**config.mk**
```make
export PLATFORM = sky130hd
export DESIGN_NAME = lc4_pipeline
export DESIGN_NICKNAME = d
export VERILOG_FILES = /design/src/rtl/lc4_pkg.sv /design/src/rtl/lc4_xstage_if.sv /design/src/rtl/lc4_fwd_if.sv /design/src/rtl/lc4_pipeline.sv /design/src/rtl/lc4_execute.sv /design/src/rtl/lc4_alu.sv /design/src/rtl/lc4_decode.sv /design/src/rtl/lc4_regfile.sv /design/src/rtl/lc4_fetch.sv
export SDC_FILE = /design/constraint.sdc
export NUM_CORES = 1
export LEC_CHECK = 0
export BUFFER_PORTS_ARGS = -buffer_cell sky130_fd_sc_hd__buf_4
export CAP_MARGIN = 20
export CORE_UTILIZATION = 54
export CTS_BUF_LIST = sky130_fd_sc_hd__clkbuf_4 sky130_fd_sc_hd__clkbuf_8
export DETAILED_ROUTE_END_ITERATION = 16
export GPL_ROUTABILITY_DRIVEN = 0
export GPL_TIMING_DRIVEN = 0
export PLACE_DENSITY = 0.77
export SLEW_MARGIN = 15
export SYNTH_ARGS = -nofsm -noshare
export SYNTH_HDL_FRONTEND = slang
export SYNTH_SLANG_ARGS = --single-unit
```
**constraint.sdc**
```tcl
create_clock -name gwe -period 5.7 [get_ports gwe]
set_clock_uncertainty 0.05 [all_clocks]
set_input_delay 0.57 -clock gwe [delete_from_list [all_inputs] [get_ports gwe]]
set_output_delay 0.57 -clock gwe [all_outputs]
set_load 0.1 [all_outputs]
```
**src/rtl/lc4_pkg.sv**
```systemverilog
package lc4_pkg;

    localparam int word_w    = 16;
    localparam int reg_sel_w = 3;
    localparam int num_regs  = 8;
    localparam int nzp_w     = 3;

    localparam logic [word_w-1:0] reset_pc = 16'h8200;

    // major opcodes of the supported subset
    localparam logic [3:0] op_nop   = 4'b0000;
    localparam logic [3:0] op_arith = 4'b0001;
    localparam logic [3:0] op_logic = 4'b0101;
    localparam logic [3:0] op_ldr   = 4'b0110;
    localparam logic [3:0] op_str   = 4'b0111;
    localparam logic [3:0] op_const = 4'b1001;

    // trace stall codes
    localparam logic [1:0] stall_none  = 2'd0;
    localparam logic [1:0] stall_flush = 2'd2;
    localparam logic [1:0] stall_load  = 2'd3;

    localparam logic [nzp_w-1:0] nzp_p = 3'b001;
    localparam logic [nzp_w-1:0] nzp_z = 3'b010;
    localparam logic [nzp_w-1:0] nzp_n = 3'b100;

    // one instruction word seen through each encoding format
    typedef union packed {
        struct packed {
            logic [3:0]           opcode;
            logic [reg_sel_w-1:0] rd;
            logic [reg_sel_w-1:0] rs;
            logic [2:0]           subop;
            logic [reg_sel_w-1:0] rt;
        } r;
        struct packed {
            logic [3:0]           opcode;
            logic [reg_sel_w-1:0] rd;
            logic [reg_sel_w-1:0] rs;
            logic                 imm_flag;
            logic [4:0]           imm5;
        } i;
        struct packed {
            logic [3:0]           opcode;
            // destination for LDR, store data for STR
            logic [reg_sel_w-1:0] rd;
            logic [reg_sel_w-1:0] rs;
            logic [5:0]           off6;
        } m;
        struct packed {
            logic [3:0]           opcode;
            logic [reg_sel_w-1:0] rd;
            logic [8:0]           imm9;
        } c;
    } lc4_insn_u;

endpackage
```
**src/rtl/lc4_xstage_if.sv**
```systemverilog
`timescale 1ns/1ps

interface lc4_xstage_if;

    logic [lc4_pkg::word_w-1:0]    pc;
    logic [lc4_pkg::word_w-1:0]    insn;
    logic [lc4_pkg::reg_sel_w-1:0] rs_sel;
    logic [lc4_pkg::reg_sel_w-1:0] rt_sel;
    logic [lc4_pkg::reg_sel_w-1:0] rd_sel;
    logic [lc4_pkg::word_w-1:0]    rs_data;
    logic [lc4_pkg::word_w-1:0]    rt_data;
    logic                          regfile_we;
    logic                          is_load;
    logic                          is_store;
    logic [1:0]                    stall;

    modport producer (
        output pc, insn, rs_sel, rt_sel, rd_sel, rs_data, rt_data,
        output regfile_we, is_load, is_store, stall
    );

    modport consumer (
        input pc, insn, rs_sel, rt_sel, rd_sel, rs_data, rt_data,
        input regfile_we, is_load, is_store, stall
    );

endinterface

```
**src/rtl/lc4_fwd_if.sv**
```systemverilog
`timescale 1ns/1ps

interface lc4_fwd_if;

    // memory stage result
    logic [lc4_pkg::reg_sel_w-1:0] m_rd;
    logic                          m_we;
    logic [lc4_pkg::word_w-1:0]    m_result;

    // writeback stage result that also drives the register file write port
    logic [lc4_pkg::reg_sel_w-1:0] w_rd;
    logic                          w_we;
    logic [lc4_pkg::word_w-1:0]    w_data;

    modport producer (
        output m_rd, m_we, m_result,
        output w_rd, w_we, w_data
    );

    modport consumer (
        input m_rd, m_we, m_result,
        input w_rd, w_we, w_data
    );

endinterface

```
**src/rtl/lc4_pipeline.sv**
```systemverilog
`timescale 1ns/1ps

module lc4_pipeline (
    input  logic                          gwe,
    input  logic                          i_reset,
    output logic [lc4_pkg::word_w-1:0]    o_imem_addr,
    input  logic [lc4_pkg::word_w-1:0]    i_imem_insn,
    output logic [lc4_pkg::word_w-1:0]    o_dmem_addr,
    output logic                          o_dmem_we,
    output logic [lc4_pkg::word_w-1:0]    o_dmem_towrite,
    input  logic [lc4_pkg::word_w-1:0]    i_dmem_data,
    output logic [1:0]                    o_test_stall,
    output logic [lc4_pkg::word_w-1:0]    o_test_pc,
    output logic [lc4_pkg::word_w-1:0]    o_test_insn,
    output logic                          o_test_regfile_we,
    output logic [lc4_pkg::reg_sel_w-1:0] o_test_regfile_wsel,
    output logic [lc4_pkg::word_w-1:0]    o_test_regfile_data,
    output logic                          o_test_nzp_we,
    output logic [lc4_pkg::nzp_w-1:0]     o_test_nzp_bits
);

    logic [lc4_pkg::word_w-1:0] d_pc;
    logic [lc4_pkg::word_w-1:0] d_insn;
    logic                       hold;

    lc4_xstage_if xs_if ();
    lc4_fwd_if    fwd_if ();

    lc4_fetch u_fetch (
        .gwe         (gwe),
        .i_reset     (i_reset),
        .i_hold      (hold),
        .i_imem_insn (i_imem_insn),
        .o_imem_addr (o_imem_addr),
        .o_d_pc      (d_pc),
        .o_d_insn    (d_insn)
    );

    lc4_decode u_decode (
        .gwe      (gwe),
        .i_reset  (i_reset),
        .i_d_pc   (d_pc),
        .i_d_insn (d_insn),
        .o_hold   (hold),
        .fwd      (fwd_if.consumer),
        .xs       (xs_if.producer)
    );

    lc4_execute u_execute (
        .gwe                 (gwe),
        .i_reset             (i_reset),
        .i_dmem_data         (i_dmem_data),
        .o_dmem_addr         (o_dmem_addr),
        .o_dmem_we           (o_dmem_we),
        .o_dmem_towrite      (o_dmem_towrite),
        .o_test_stall        (o_test_stall),
        .o_test_pc           (o_test_pc),
        .o_test_insn         (o_test_insn),
        .o_test_regfile_we   (o_test_regfile_we),
        .o_test_regfile_wsel (o_test_regfile_wsel),
        .o_test_regfile_data (o_test_regfile_data),
        .o_test_nzp_we       (o_test_nzp_we),
        .o_test_nzp_bits     (o_test_nzp_bits),
        .xs                  (xs_if.consumer),
        .fwd                 (fwd_if.producer)
    );

endmodule

```
**src/rtl/lc4_execute.sv**
```systemverilog
`timescale 1ns/1ps

module lc4_execute (
    input  logic                          gwe,
    input  logic                          i_reset,
    input  logic [lc4_pkg::word_w-1:0]    i_dmem_data,
    output logic [lc4_pkg::word_w-1:0]    o_dmem_addr,
    output logic                          o_dmem_we,
    output logic [lc4_pkg::word_w-1:0]    o_dmem_towrite,
    output logic [1:0]                    o_test_stall,
    output logic [lc4_pkg::word_w-1:0]    o_test_pc,
    output logic [lc4_pkg::word_w-1:0]    o_test_insn,
    output logic                          o_test_regfile_we,
    output logic [lc4_pkg::reg_sel_w-1:0] o_test_regfile_wsel,
    output logic [lc4_pkg::word_w-1:0]    o_test_regfile_data,
    output logic                          o_test_nzp_we,
    output logic [lc4_pkg::nzp_w-1:0]     o_test_nzp_bits,
    lc4_xstage_if.consumer                xs,
    lc4_fwd_if.producer                   fwd
);

    logic [lc4_pkg::word_w-1:0]    rs_val;
    logic [lc4_pkg::word_w-1:0]    rt_val;
    logic [lc4_pkg::word_w-1:0]    alu_result;
    logic                          mx_ok;
    // memory stage
    logic [lc4_pkg::word_w-1:0]    m_pc;
    logic [lc4_pkg::word_w-1:0]    m_insn;
    logic [lc4_pkg::reg_sel_w-1:0] m_rt_sel;
    logic [lc4_pkg::word_w-1:0]    m_rt_val;
    logic                          m_is_load;
    logic                          m_is_store;
    logic [1:0]                    m_stall;
    // writeback stage
    logic [lc4_pkg::word_w-1:0]    w_alu;
    logic [lc4_pkg::word_w-1:0]    w_load;
    logic                          w_is_load;

    // a load in memory has no data yet, so only WX can serve its dependents
    assign mx_ok = fwd.m_we && !m_is_load;

    assign rs_val = (mx_ok && fwd.m_rd == xs.rs_sel)    ? fwd.m_result :
                    (fwd.w_we && fwd.w_rd == xs.rs_sel) ? fwd.w_data   :
                    xs.rs_data;
    assign rt_val = (mx_ok && fwd.m_rd == xs.rt_sel)    ? fwd.m_result :
                    (fwd.w_we && fwd.w_rd == xs.rt_sel) ? fwd.w_data   :
                    xs.rt_data;

    lc4_alu u_alu (
        .i_insn    (xs.insn),
        .i_rs_data (rs_val),
        .i_rt_data (rt_val),
        .o_result  (alu_result)
    );

    always_ff @(posedge gwe) begin
        if (i_reset) begin
            fwd.m_we     <= 1'b0;
            m_is_load    <= 1'b0;
            m_is_store   <= 1'b0;
            m_stall      <= lc4_pkg::stall_flush;
            fwd.w_we     <= 1'b0;
            w_is_load    <= 1'b0;
            o_test_stall <= lc4_pkg::stall_flush;
        end else begin
            fwd.m_we     <= xs.regfile_we;
            m_is_load    <= xs.is_load;
            m_is_store   <= xs.is_store;
            m_stall      <= xs.stall;
            fwd.w_we     <= fwd.m_we;
            w_is_load    <= m_is_load;
            o_test_stall <= m_stall;
        end
    end

    always_ff @(posedge gwe) begin
        m_pc         <= xs.pc;
        m_insn       <= xs.insn;
        fwd.m_rd     <= xs.rd_sel;
        fwd.m_result <= alu_result;
        m_rt_sel     <= xs.rt_sel;
        m_rt_val     <= rt_val;
        o_test_pc    <= m_pc;
        o_test_insn  <= m_insn;
        fwd.w_rd     <= fwd.m_rd;
        w_alu        <= fwd.m_result;
        w_load       <= i_dmem_data;
    end

    // data port with WM bypass of the store data
    assign o_dmem_addr    = fwd.m_result;
    assign o_dmem_we      = m_is_store;
    assign o_dmem_towrite = (fwd.w_we && fwd.w_rd == m_rt_sel) ? fwd.w_data : m_rt_val;

    assign fwd.w_data = w_is_load ? w_load : w_alu;

    assign o_test_regfile_we   = fwd.w_we;
    assign o_test_regfile_wsel = fwd.w_rd;
    assign o_test_regfile_data = fwd.w_data;
    // every writing instruction of the subset also sets nzp
    assign o_test_nzp_we       = fwd.w_we;
    assign o_test_nzp_bits     = fwd.w_data[lc4_pkg::word_w-1] ? lc4_pkg::nzp_n :
                                 (fwd.w_data == '0)            ? lc4_pkg::nzp_z :
                                 lc4_pkg::nzp_p;

endmodule

```
**src/rtl/lc4_alu.sv**
```systemverilog
`timescale 1ns/1ps

module lc4_alu (
    input  logic [lc4_pkg::word_w-1:0] i_insn,
    input  logic [lc4_pkg::word_w-1:0] i_rs_data,
    input  logic [lc4_pkg::word_w-1:0] i_rt_data,
    output logic [lc4_pkg::word_w-1:0] o_result
);

    lc4_pkg::lc4_insn_u         insn;
    logic [lc4_pkg::word_w-1:0] imm5_sx;
    logic [lc4_pkg::word_w-1:0] off6_sx;
    logic [lc4_pkg::word_w-1:0] imm9_sx;

    assign insn    = i_insn;
    assign imm5_sx = {{11{insn.i.imm5[4]}}, insn.i.imm5};
    assign off6_sx = {{10{insn.m.off6[5]}}, insn.m.off6};
    assign imm9_sx = {{7{insn.c.imm9[8]}}, insn.c.imm9};

    always_comb begin
        o_result = '0;
        case (insn.r.opcode)
            lc4_pkg::op_arith: begin
                if (insn.i.imm_flag) begin
                    o_result = i_rs_data + imm5_sx;
                end else if (insn.r.subop == 3'b000) begin
                    o_result = i_rs_data + i_rt_data;
                end else if (insn.r.subop == 3'b010) begin
                    o_result = i_rs_data - i_rt_data;
                end
            end
            lc4_pkg::op_logic: begin
                if (insn.i.imm_flag) begin
                    o_result = i_rs_data & imm5_sx;
                end else begin
                    case (insn.r.subop)
                        3'b000:  o_result = i_rs_data & i_rt_data;
                        3'b001:  o_result = ~i_rs_data;
                        3'b010:  o_result = i_rs_data | i_rt_data;
                        default: o_result = i_rs_data ^ i_rt_data;
                    endcase
                end
            end
            // effective address for both memory forms
            lc4_pkg::op_ldr, lc4_pkg::op_str: o_result = i_rs_data + off6_sx;
            lc4_pkg::op_const:                o_result = imm9_sx;
            default: begin
            end
        endcase
    end

endmodule

```
**src/rtl/lc4_decode.sv**
```systemverilog
`timescale 1ns/1ps

module lc4_decode (
    input  logic                       gwe,
    input  logic                       i_reset,
    input  logic [lc4_pkg::word_w-1:0] i_d_pc,
    input  logic [lc4_pkg::word_w-1:0] i_d_insn,
    output logic                       o_hold,
    lc4_fwd_if.consumer                fwd,
    lc4_xstage_if.producer             xs
);

    lc4_pkg::lc4_insn_u            insn;
    logic [lc4_pkg::reg_sel_w-1:0] rs_sel;
    logic [lc4_pkg::reg_sel_w-1:0] rt_sel;
    logic [lc4_pkg::reg_sel_w-1:0] rd_sel;
    logic                          rs_re;
    logic                          rt_re;
    logic                          regfile_we;
    logic                          is_load;
    logic                          is_store;
    logic [lc4_pkg::word_w-1:0]    rf_rs_data;
    logic [lc4_pkg::word_w-1:0]    rf_rt_data;
    logic [1:0]                    d_stall;

    assign insn = i_d_insn;

    always_comb begin
        rs_sel     = insn.r.rs;
        rt_sel     = insn.r.rt;
        rd_sel     = insn.r.rd;
        rs_re      = 1'b0;
        rt_re      = 1'b0;
        regfile_we = 1'b0;
        is_load    = 1'b0;
        is_store   = 1'b0;
        case (insn.r.opcode)
            lc4_pkg::op_arith, lc4_pkg::op_logic: begin
                rs_re      = 1'b1;
                // NOT has no second source
                rt_re      = !insn.i.imm_flag &&
                             !(insn.r.opcode == lc4_pkg::op_logic && insn.r.subop == 3'b001);
                regfile_we = 1'b1;
            end
            lc4_pkg::op_ldr: begin
                rs_re      = 1'b1;
                regfile_we = 1'b1;
                is_load    = 1'b1;
            end
            lc4_pkg::op_str: begin
                rs_re    = 1'b1;
                rt_re    = 1'b1;
                rt_sel   = insn.m.rd;
                is_store = 1'b1;
            end
            lc4_pkg::op_const: begin
                regfile_we = 1'b1;
            end
            default: begin
            end
        endcase
    end

    // stall on load-use unless only the store data depends on the load
    assign o_hold = xs.is_load &&
                    ((rs_re && rs_sel == xs.rd_sel) ||
                     (rt_re && rt_sel == xs.rd_sel && !is_store));

    lc4_regfile u_regfile (
        .gwe       (gwe),
        .i_reset   (i_reset),
        .i_rs      (rs_sel),
        .i_rt      (rt_sel),
        .i_rd      (fwd.w_rd),
        .i_we      (fwd.w_we),
        .i_wdata   (fwd.w_data),
        .o_rs_data (rf_rs_data),
        .o_rt_data (rf_rt_data)
    );

    // stall code of the word sitting in fetch/decode
    always_ff @(posedge gwe) begin
        if (i_reset) begin
            d_stall <= lc4_pkg::stall_flush;
        end else if (!o_hold) begin
            d_stall <= lc4_pkg::stall_none;
        end
    end

    always_ff @(posedge gwe) begin
        if (i_reset || o_hold) begin
            xs.regfile_we <= 1'b0;
            xs.is_load    <= 1'b0;
            xs.is_store   <= 1'b0;
            xs.insn       <= '0;
            xs.stall      <= i_reset ? lc4_pkg::stall_flush : lc4_pkg::stall_load;
        end else begin
            xs.regfile_we <= regfile_we;
            xs.is_load    <= is_load;
            xs.is_store   <= is_store;
            xs.insn       <= i_d_insn;
            xs.stall      <= d_stall;
        end
    end

    // operands take the value being written back this cycle
    always_ff @(posedge gwe) begin
        xs.pc      <= i_d_pc;
        xs.rs_sel  <= rs_sel;
        xs.rt_sel  <= rt_sel;
        xs.rd_sel  <= rd_sel;
        xs.rs_data <= (fwd.w_we && fwd.w_rd == rs_sel) ? fwd.w_data : rf_rs_data;
        xs.rt_data <= (fwd.w_we && fwd.w_rd == rt_sel) ? fwd.w_data : rf_rt_data;
    end

endmodule

```
**src/rtl/lc4_regfile.sv**
```systemverilog
`timescale 1ns/1ps

module lc4_regfile (
    input  logic                          gwe,
    input  logic                          i_reset,
    input  logic [lc4_pkg::reg_sel_w-1:0] i_rs,
    input  logic [lc4_pkg::reg_sel_w-1:0] i_rt,
    input  logic [lc4_pkg::reg_sel_w-1:0] i_rd,
    input  logic                          i_we,
    input  logic [lc4_pkg::word_w-1:0]    i_wdata,
    output logic [lc4_pkg::word_w-1:0]    o_rs_data,
    output logic [lc4_pkg::word_w-1:0]    o_rt_data
);

    logic [lc4_pkg::word_w-1:0] regs [lc4_pkg::num_regs];

    always_ff @(posedge gwe) begin
        if (i_reset) begin
            for (int i = 0; i < lc4_pkg::num_regs; i++) begin
                regs[i] <= '0;
            end
        end else if (i_we) begin
            regs[i_rd] <= i_wdata;
        end
    end

    assign o_rs_data = regs[i_rs];
    assign o_rt_data = regs[i_rt];

endmodule

```
**src/rtl/lc4_fetch.sv**
```systemverilog
`timescale 1ns/1ps

module lc4_fetch (
    input  logic                       gwe,
    input  logic                       i_reset,
    input  logic                       i_hold,
    input  logic [lc4_pkg::word_w-1:0] i_imem_insn,
    output logic [lc4_pkg::word_w-1:0] o_imem_addr,
    output logic [lc4_pkg::word_w-1:0] o_d_pc,
    output logic [lc4_pkg::word_w-1:0] o_d_insn
);

    logic [lc4_pkg::word_w-1:0] pc;

    // pc and the fetch/decode register share one enable
    always_ff @(posedge gwe) begin
        if (i_reset) begin
            pc       <= lc4_pkg::reset_pc;
            o_d_pc   <= '0;
            o_d_insn <= '0;
        end else if (!i_hold) begin
            pc       <= pc + 16'd1;
            o_d_pc   <= pc;
            o_d_insn <= i_imem_insn;
        end
    end

    assign o_imem_addr = pc;

endmodule

```
# Word-level counts from Yosys, hierarchy flattened
# Memories as Yosys holds them, arrays and structs flattened. A register that Yosys moved wholly into a read port is not among the register bits.
# Cells that the tools add are included.
# op_classes
addsub	5
n_eq_ne	22
n_mux	34
bitwise	5
n_reduce_logical	27
# ops
operator	n
16-bit 2-to-1 mux	13
16-bit one-hot mux with 4 select lines	1
16-bit adder	3
16-bit one-hot mux with 3 select lines	1
16-bit bitwise AND	2
3-bit == test	9
4-bit by 3-bit == test with 1-bit output, second input constant	6
16-bit by 1-bit adder with 16-bit output, second input constant	1
16-bit logical NOT	1
16-bit NOT	1
16-bit bitwise OR	1
16-bit OR reduction	1
16-bit subtractor	1
16-bit XOR	1
3-bit 2-to-1 mux	5
1-bit logical AND	14
1-bit 2-to-1 mux	11
4-bit by 1-bit == test with 1-bit output, second input constant	2
4-bit == test, second input constant	2
4-bit OR reduction	2
3-bit by 1-bit == test with 1-bit output, second input constant	2
1-bit logical NOT	4
2-bit 2-to-1 mux	2
2-bit OR reduction	2
other kinds (4)	5
# word_totals
reg_bits	273
ramBits	128
inputBits	34
output_inout_bits	107
memories	1
# mem_list
name	words	word_bits	rd	rd_clocked_by_memory_dff	write_ports	line_no	text
u_decode.u_regfile.regs	8	16	2	1	8	lc4_regfile.sv:15	logic [lc4_pkg::word_w-1:0] regs [lc4_pkg::num_regs];

# Depth between registers and ports, before layout
# depth
depth_word	11
depth_mapped	19
depth_no_buf	17

# By module
# Synthesis repeated with hierarchy kept, for this count alone.
# hier_totals
cells_unflattened	1725
hier_area_um2	19904.1
# modules_own_cells
module	n_inst	cells_per_inst	area_each_um2
lc4_regfile	1	430	6999.2
lc4_execute	1	370	4654.5
lc4_alu	1	551	3906.2
lc4_decode	1	184	2503.7
lc4_fetch	1	190	1840.5

# Worst setup path after synthesis
# OpenSTA, ideal clock, no wires.
# synth_timing
kind	flip-flop to output port
from	reg u_execute.w_is_load
to	out o_test_nzp_bits[0] in the netlist's numbering
t_arrival_ns	5.863
required_time_ns	5.080
slack_ns	-0.783
stages_incl_launch_ff	7
n_path_buf	2
path_cell_list	dfxtp_1 buf_2 buf_2 mux2i_1 nand4_1 nor4_1 nor2_1
# synth_between
elab_chain_len	4
# synth_rtl
element	line_no	text
start: declaration	lc4_execute.sv:37	logic w_is_load;
start signal: assignment	lc4_execute.sv:71	w_is_load <= m_is_load;
16-bit 2-to-1 mux *	lc4_execute.sv:95	assign fwd.w_data = w_is_load ? w_load : w_alu;
16-bit logical NOT	lc4_execute.sv:103	(fwd.w_data == '0) ? lc4_pkg::nzp_z :
2-bit 2-to-1 mux	lc4_execute.sv:103	
3-bit 2-to-1 mux *	lc4_execute.sv:102	assign o_test_nzp_bits = fwd.w_data[lc4_pkg::word_w-1] ? lc4_pkg::nzp_n :
end: declaration	lc4_pipeline.sv:19	output logic [lc4_pkg::nzp_w-1:0] o_test_nzp_bits
# Every way passes the cells marked *; elsewhere a longest branch is shown, timed or not.

# Worst setup path in the final report
# layout_timing
from	reg u_execute.w_is_load
to	reg u_execute.fwd.m_result[15]
# layout_between
elab_chain_len	8
elab_cells_between_ends	20
# layout_rtl
element	line_no	text
16-bit 2-to-1 mux *	lc4_execute.sv:95	
16-bit 2-to-1 mux (on tied branches)	lc4_execute.sv:43, lc4_execute.sv:46	
16-bit 2-to-1 mux (on tied branches)	lc4_execute.sv:42, lc4_execute.sv:45	
16-bit subtractor	lc4_alu.sv:29	o_result = i_rs_data - i_rt_data;
16-bit 2-to-1 mux	lc4_alu.sv:28	end else if (insn.r.subop == 3'b010) begin
16-bit 2-to-1 mux	lc4_alu.sv:26	end else if (insn.r.subop == 3'b000) begin
16-bit 2-to-1 mux	lc4_alu.sv:24	if (insn.i.imm_flag) begin
16-bit one-hot mux with 4 select lines *	lc4_alu.sv:22	case (insn.r.opcode)
net u_execute.alu_result, one bit	lc4_execute.sv:24	logic [lc4_pkg::word_w-1:0] alu_result;
end signal: assignment	lc4_execute.sv:80	fwd.m_result <= alu_result;
end: declaration	lc4_fwd_if.sv:16	output m_rd, m_we, m_result,
# The timed path passes the listed nets; every way through them passes the cells marked *.
# A chain may end at the register's enable or synchronous reset.

==> impl_metrics.py <==
metrics = {
    "run_status": {
        "run_status": "completed",
    },
    "power": {
        "clockPowerShare_pct": 37.5,
        "internal_power_mw": 5.07,
        "power.share.switching_pct": 30.4,
        "share_comb_of_total_power_pct": 18.8,
        "power_switching_mw": 2.21,
        "p_per_area_nw_per_um2": 335,
        "total_leakage_power_nw": 9.04,
        "peakVddDrop_mv": 0.181,
        "seq_power_share_pct": 43.7,
        "finalPower_mw": 7.28,
    },
    "layout": {
        "fin_nets": 2198,
        "finalNonFillerCells": 2586,
        "area_growth_pct": 16.3,
        "finalCoreUtilization_pct": 64.4,
        "antenna-diode-count": 0,
        "layout-drive-gt1-share_pct": 15.6,
    },
    "die": {
        "io_pins": 141,
        "die-area_um2": 35400,
        "initial_util_pct": 55.3,
        "fp.dieW_um": 188,
        "core_um2": 33800,
        "y_dimension_of_the_die_um": 188,
        "rows": 67,
    },
    "timing": {
        "finalSetupTns_ps": 0,
        "fmaxAchievable_mhz": 196,
        "slew_violations": 0,
        "slew_at_the_pin_with_the_worst_max_slew_slack_ps": 1120,
        "timing.final.hold_violations": 0,
        "post-route-min-period_ps": 5090,
        "fin_crit_sh_pct": 89.3,
        "unrepaired_setup_endpoints_after_global_routing": "no",
        "timing.hold.ws_ps": 9.09,
        "report.final.setup_viol": 0,
        "relSlewSlack_pct": 24.6,
    },
    "clocking": {
        "clock_path_buffers": 3,
        "clkTransAtPathRegs_ps": 60,
        "cts-resized-gates": 0,
        "clock_tree.htree_level_count": 3,
        "post_cts_hold_buffer_count": 0,
        "cts.sinks": 404,
        "postCtsSetupRepairBufs": 0,
        "clock-root-buffer": "clkbuf_8",
        "worstSkewPairLatency_ps": 630,
        "cts_buffers": 67,
        "cts_tree": "yes",
    },
    "synthesis": {
        "netlist_instances": 1879,
        "synth_top_cell_by_area": "dfxtp_1",
        "synth_cell_types": 70,
        "ys_seq_elements": 404,
        "synth_top_cell_area_share_pct": 29.6,
        "synth_area_per_cell_um2": 9.95,
        "synth_edf_count": 128,
        "synth_flop_cell": "dfxtp_1",
        "yosysWarningCount": 0,
        "synthesis.nets": 1990,
        "yosysSeqAreaShare_pct": 50.1,
        "postSynth.asyncResetShare_pct": 0,
        "synth_top_cells_by_area": "dfxtp_1, edfxtp_1, mux4_2",
        "post_synthesis_instance_area_um2": 18700,
    },
    "placed_design": {
        "place_inst": 2466,
        "buffer_ports.inserted": 139,
        "detailedPlacementHpwl_mm": 39.0,
    },
    "routing": {
        "ant_nets": 0,
        "drtPass1Iterations": 6,
        "wl_per_cell_um": 20.1,
        "routed-via-count": 15050,
        "drtIter0Drc": 1469,
        "routed_via_density": 5.82,
        "drt-total-wl_mm": 52.0,
        "drt_drc_violations_left": 0,
    },
    "worst_hold_path": {
        "min-delay-path-class": "primary input to flop",
    },
    "critical_path": {
        "timing.reg2reg.setup_slack_ps": 610,
        "critical_path_arrival_ps": 5520,
        "critical_path_s_largest_stage_delay_ps": 710,
        "critical-path-slowest-cell": "o21ai_0",
        "crit_fanout": 10,
        "timing.setup.critical_path_class": "flop to flop",
        "critPathRequiredTime_ps": 6130,
        "setup.worst_path.end_class": "flop",
        "setup.worst_path.start_class": "flop",
        "path_cells": "buf_2 -> buf_2 -> mux2i_1 -> nor2_1 -> a21oi_1 -> o21ai_0 -> ha_1 -> a211oi_1 -> nor2_1 -> nor4b_1 -> o211ai_1 -> o41ai_1 -> o21ai_0 -> xnor2_1 -> o221ai_1",
    },
    "global_routing": {
        "via_count_of_the_first_global_routing_pass": 14828,
        "grt_overflow_total": 0,
        "antenna_found_initial": 0,
        "global_route.usage.total_pct": 29.5,
        "wire_length_of_the_first_global_routing_pass_mm": 81.5,
        "largest_net_degree_at_the_start_of_global_routing": 17,
    },
    "run": {
        "timing.max_cap.violations": 0,
    },
}
-- cell usage in the layout, fill, tap and decap left out, drive strengths merged, types with 13 or more instances in the layout --
cell	instances
nand4	16
nor2	254
nand2b	21
o21ai	71
mux4	44
a21oi	107
nand2	210
inv	93
ha	74
mux2i	78
nor2b	19
a311oi	32
clkinv	14
and2	25
dfxtp	276
nand3	61
o211ai	13
edfxtp	128
and3	23
buf	165
xor2	25
nor3	15
clkbuf	186
xnor2	51
-- synth_stat cells (all sizes together) (7+ instances only) --
library cell / count
nand3: 61
edfxtp: 128
and2: 25
xnor2: 51
nor2b: 19
a221oi: 7
o21a: 12
nor3: 15
nor2: 254
nor4: 7
o211ai: 13
ha: 74
o21ai: 71
dfxtp: 276
mux2i: 78
xor2: 25
clkbuf: 90
and3: 23
buf: 26
inv: 89
nand2b: 21
a21oi: 107
mux4: 44
nand4: 16
a21o: 11
nand2: 210
a311oi: 32
-- layer usage --
layer	GRT usage (%)	routed length, µm	vias to the layer above
met5	0	0	-
met4	15.1	2460	0
met3	6.57	4220	173
met2	49.7	25100	741
met1	35.4	20300	7146
li1	-	-	6990
-- final timing paths --
check	from	to	cells after the start
setup / recovery	u_execute.w_is_load	u_execute.fwd.m_result[15]	15
hold / removal	i_dmem_data[6]	u_execute.w_load[6]	1
setup reg to reg	u_execute.w_is_load	u_execute.fwd.m_result[15]	15
hold reg to reg	u_decode.xs.pc[6]	u_execute.m_pc[6]	0
-- worst max-delay path, delay by kind of cell, from the launching register on --
kind                     cells  cell delay, ps
AND/OR/NAND/NOR              3             660
XOR/XNOR                     1             180
adder cells (fa/ha/maj)      1             390
buffers and inverters        2             650
multiplexers                 1             310
AO/OA/AOI/OAI                7            2360
flip-flops                   1             310
-- stage by stage --
stage          cell area, µm²  setup slack (ps)
2_1_floorplan           18700               909
4_1_cts                 21700               708
3_3_place_gp            20300               759
5_1_grt                 21700               304
6_report                21700               610
3_5_place_dp            20300               722
-- kinds of logic (layout without fill, tap and decap cells) --
logic type	count (synthesis)	after routing	share of synthesized area [%]
simple gates	675	675	16.2
compound gates	318	318	11.0
fa+ha+maj	77	77	5.28
buf+inv	206	465	4.27
flops	404	404	50.1
mux	123	123	9.61
xor+xnor	76	76	3.56
-- flip-flops by register name (all words and copies together) (netlist names), 16 cells and up, named ones only --
register,flops
u_decode.u_regfile.regs,128
u_execute.w_alu,16
u_execute.w_load,16
u_decode.xs.pc,16
u_execute.o_test_insn,16
u_fetch.o_d_insn,16
u_execute.m_insn,16
u_decode.xs.insn,16
u_execute.m_pc,16
u_decode.xs.rt_data,16
u_decode.xs.rs_data,16
u_execute.m_rt_val,16
u_execute.fwd.m_result,16
u_execute.o_test_pc,16
u_fetch.o_imem_addr,16
u_fetch.o_d_pc,16
-- power by group through the flow --
stage	sequential, mW	clock (mW)	combinational, mW
2_1_floorplan	3.32	0	0.904
3_3_place_gp	3.23	0	1.30
3_5_place_dp	3.24	0	1.33
4_1_cts	3.18	2.75	1.34
5_1_grt	3.19	2.89	1.45
6_report	3.18	2.73	1.37
-- final cells by class --
| cell class | count | area, µm² |
|---|---|---|
| fill | 2625 | 12000 |
| sequential | 404 | 9370 |
| clock buffer | 96 | 1190 |
| buffer | 116 | 460 |
| multi-input combinational | 1269 | 8530 |
| clock inverter | 24 | 253 |
| tap | 448 | 561 |
| inverter | 90 | 338 |
| timing repair buffer | 139 | 1040 |
(Power assumes the default switching activity.)
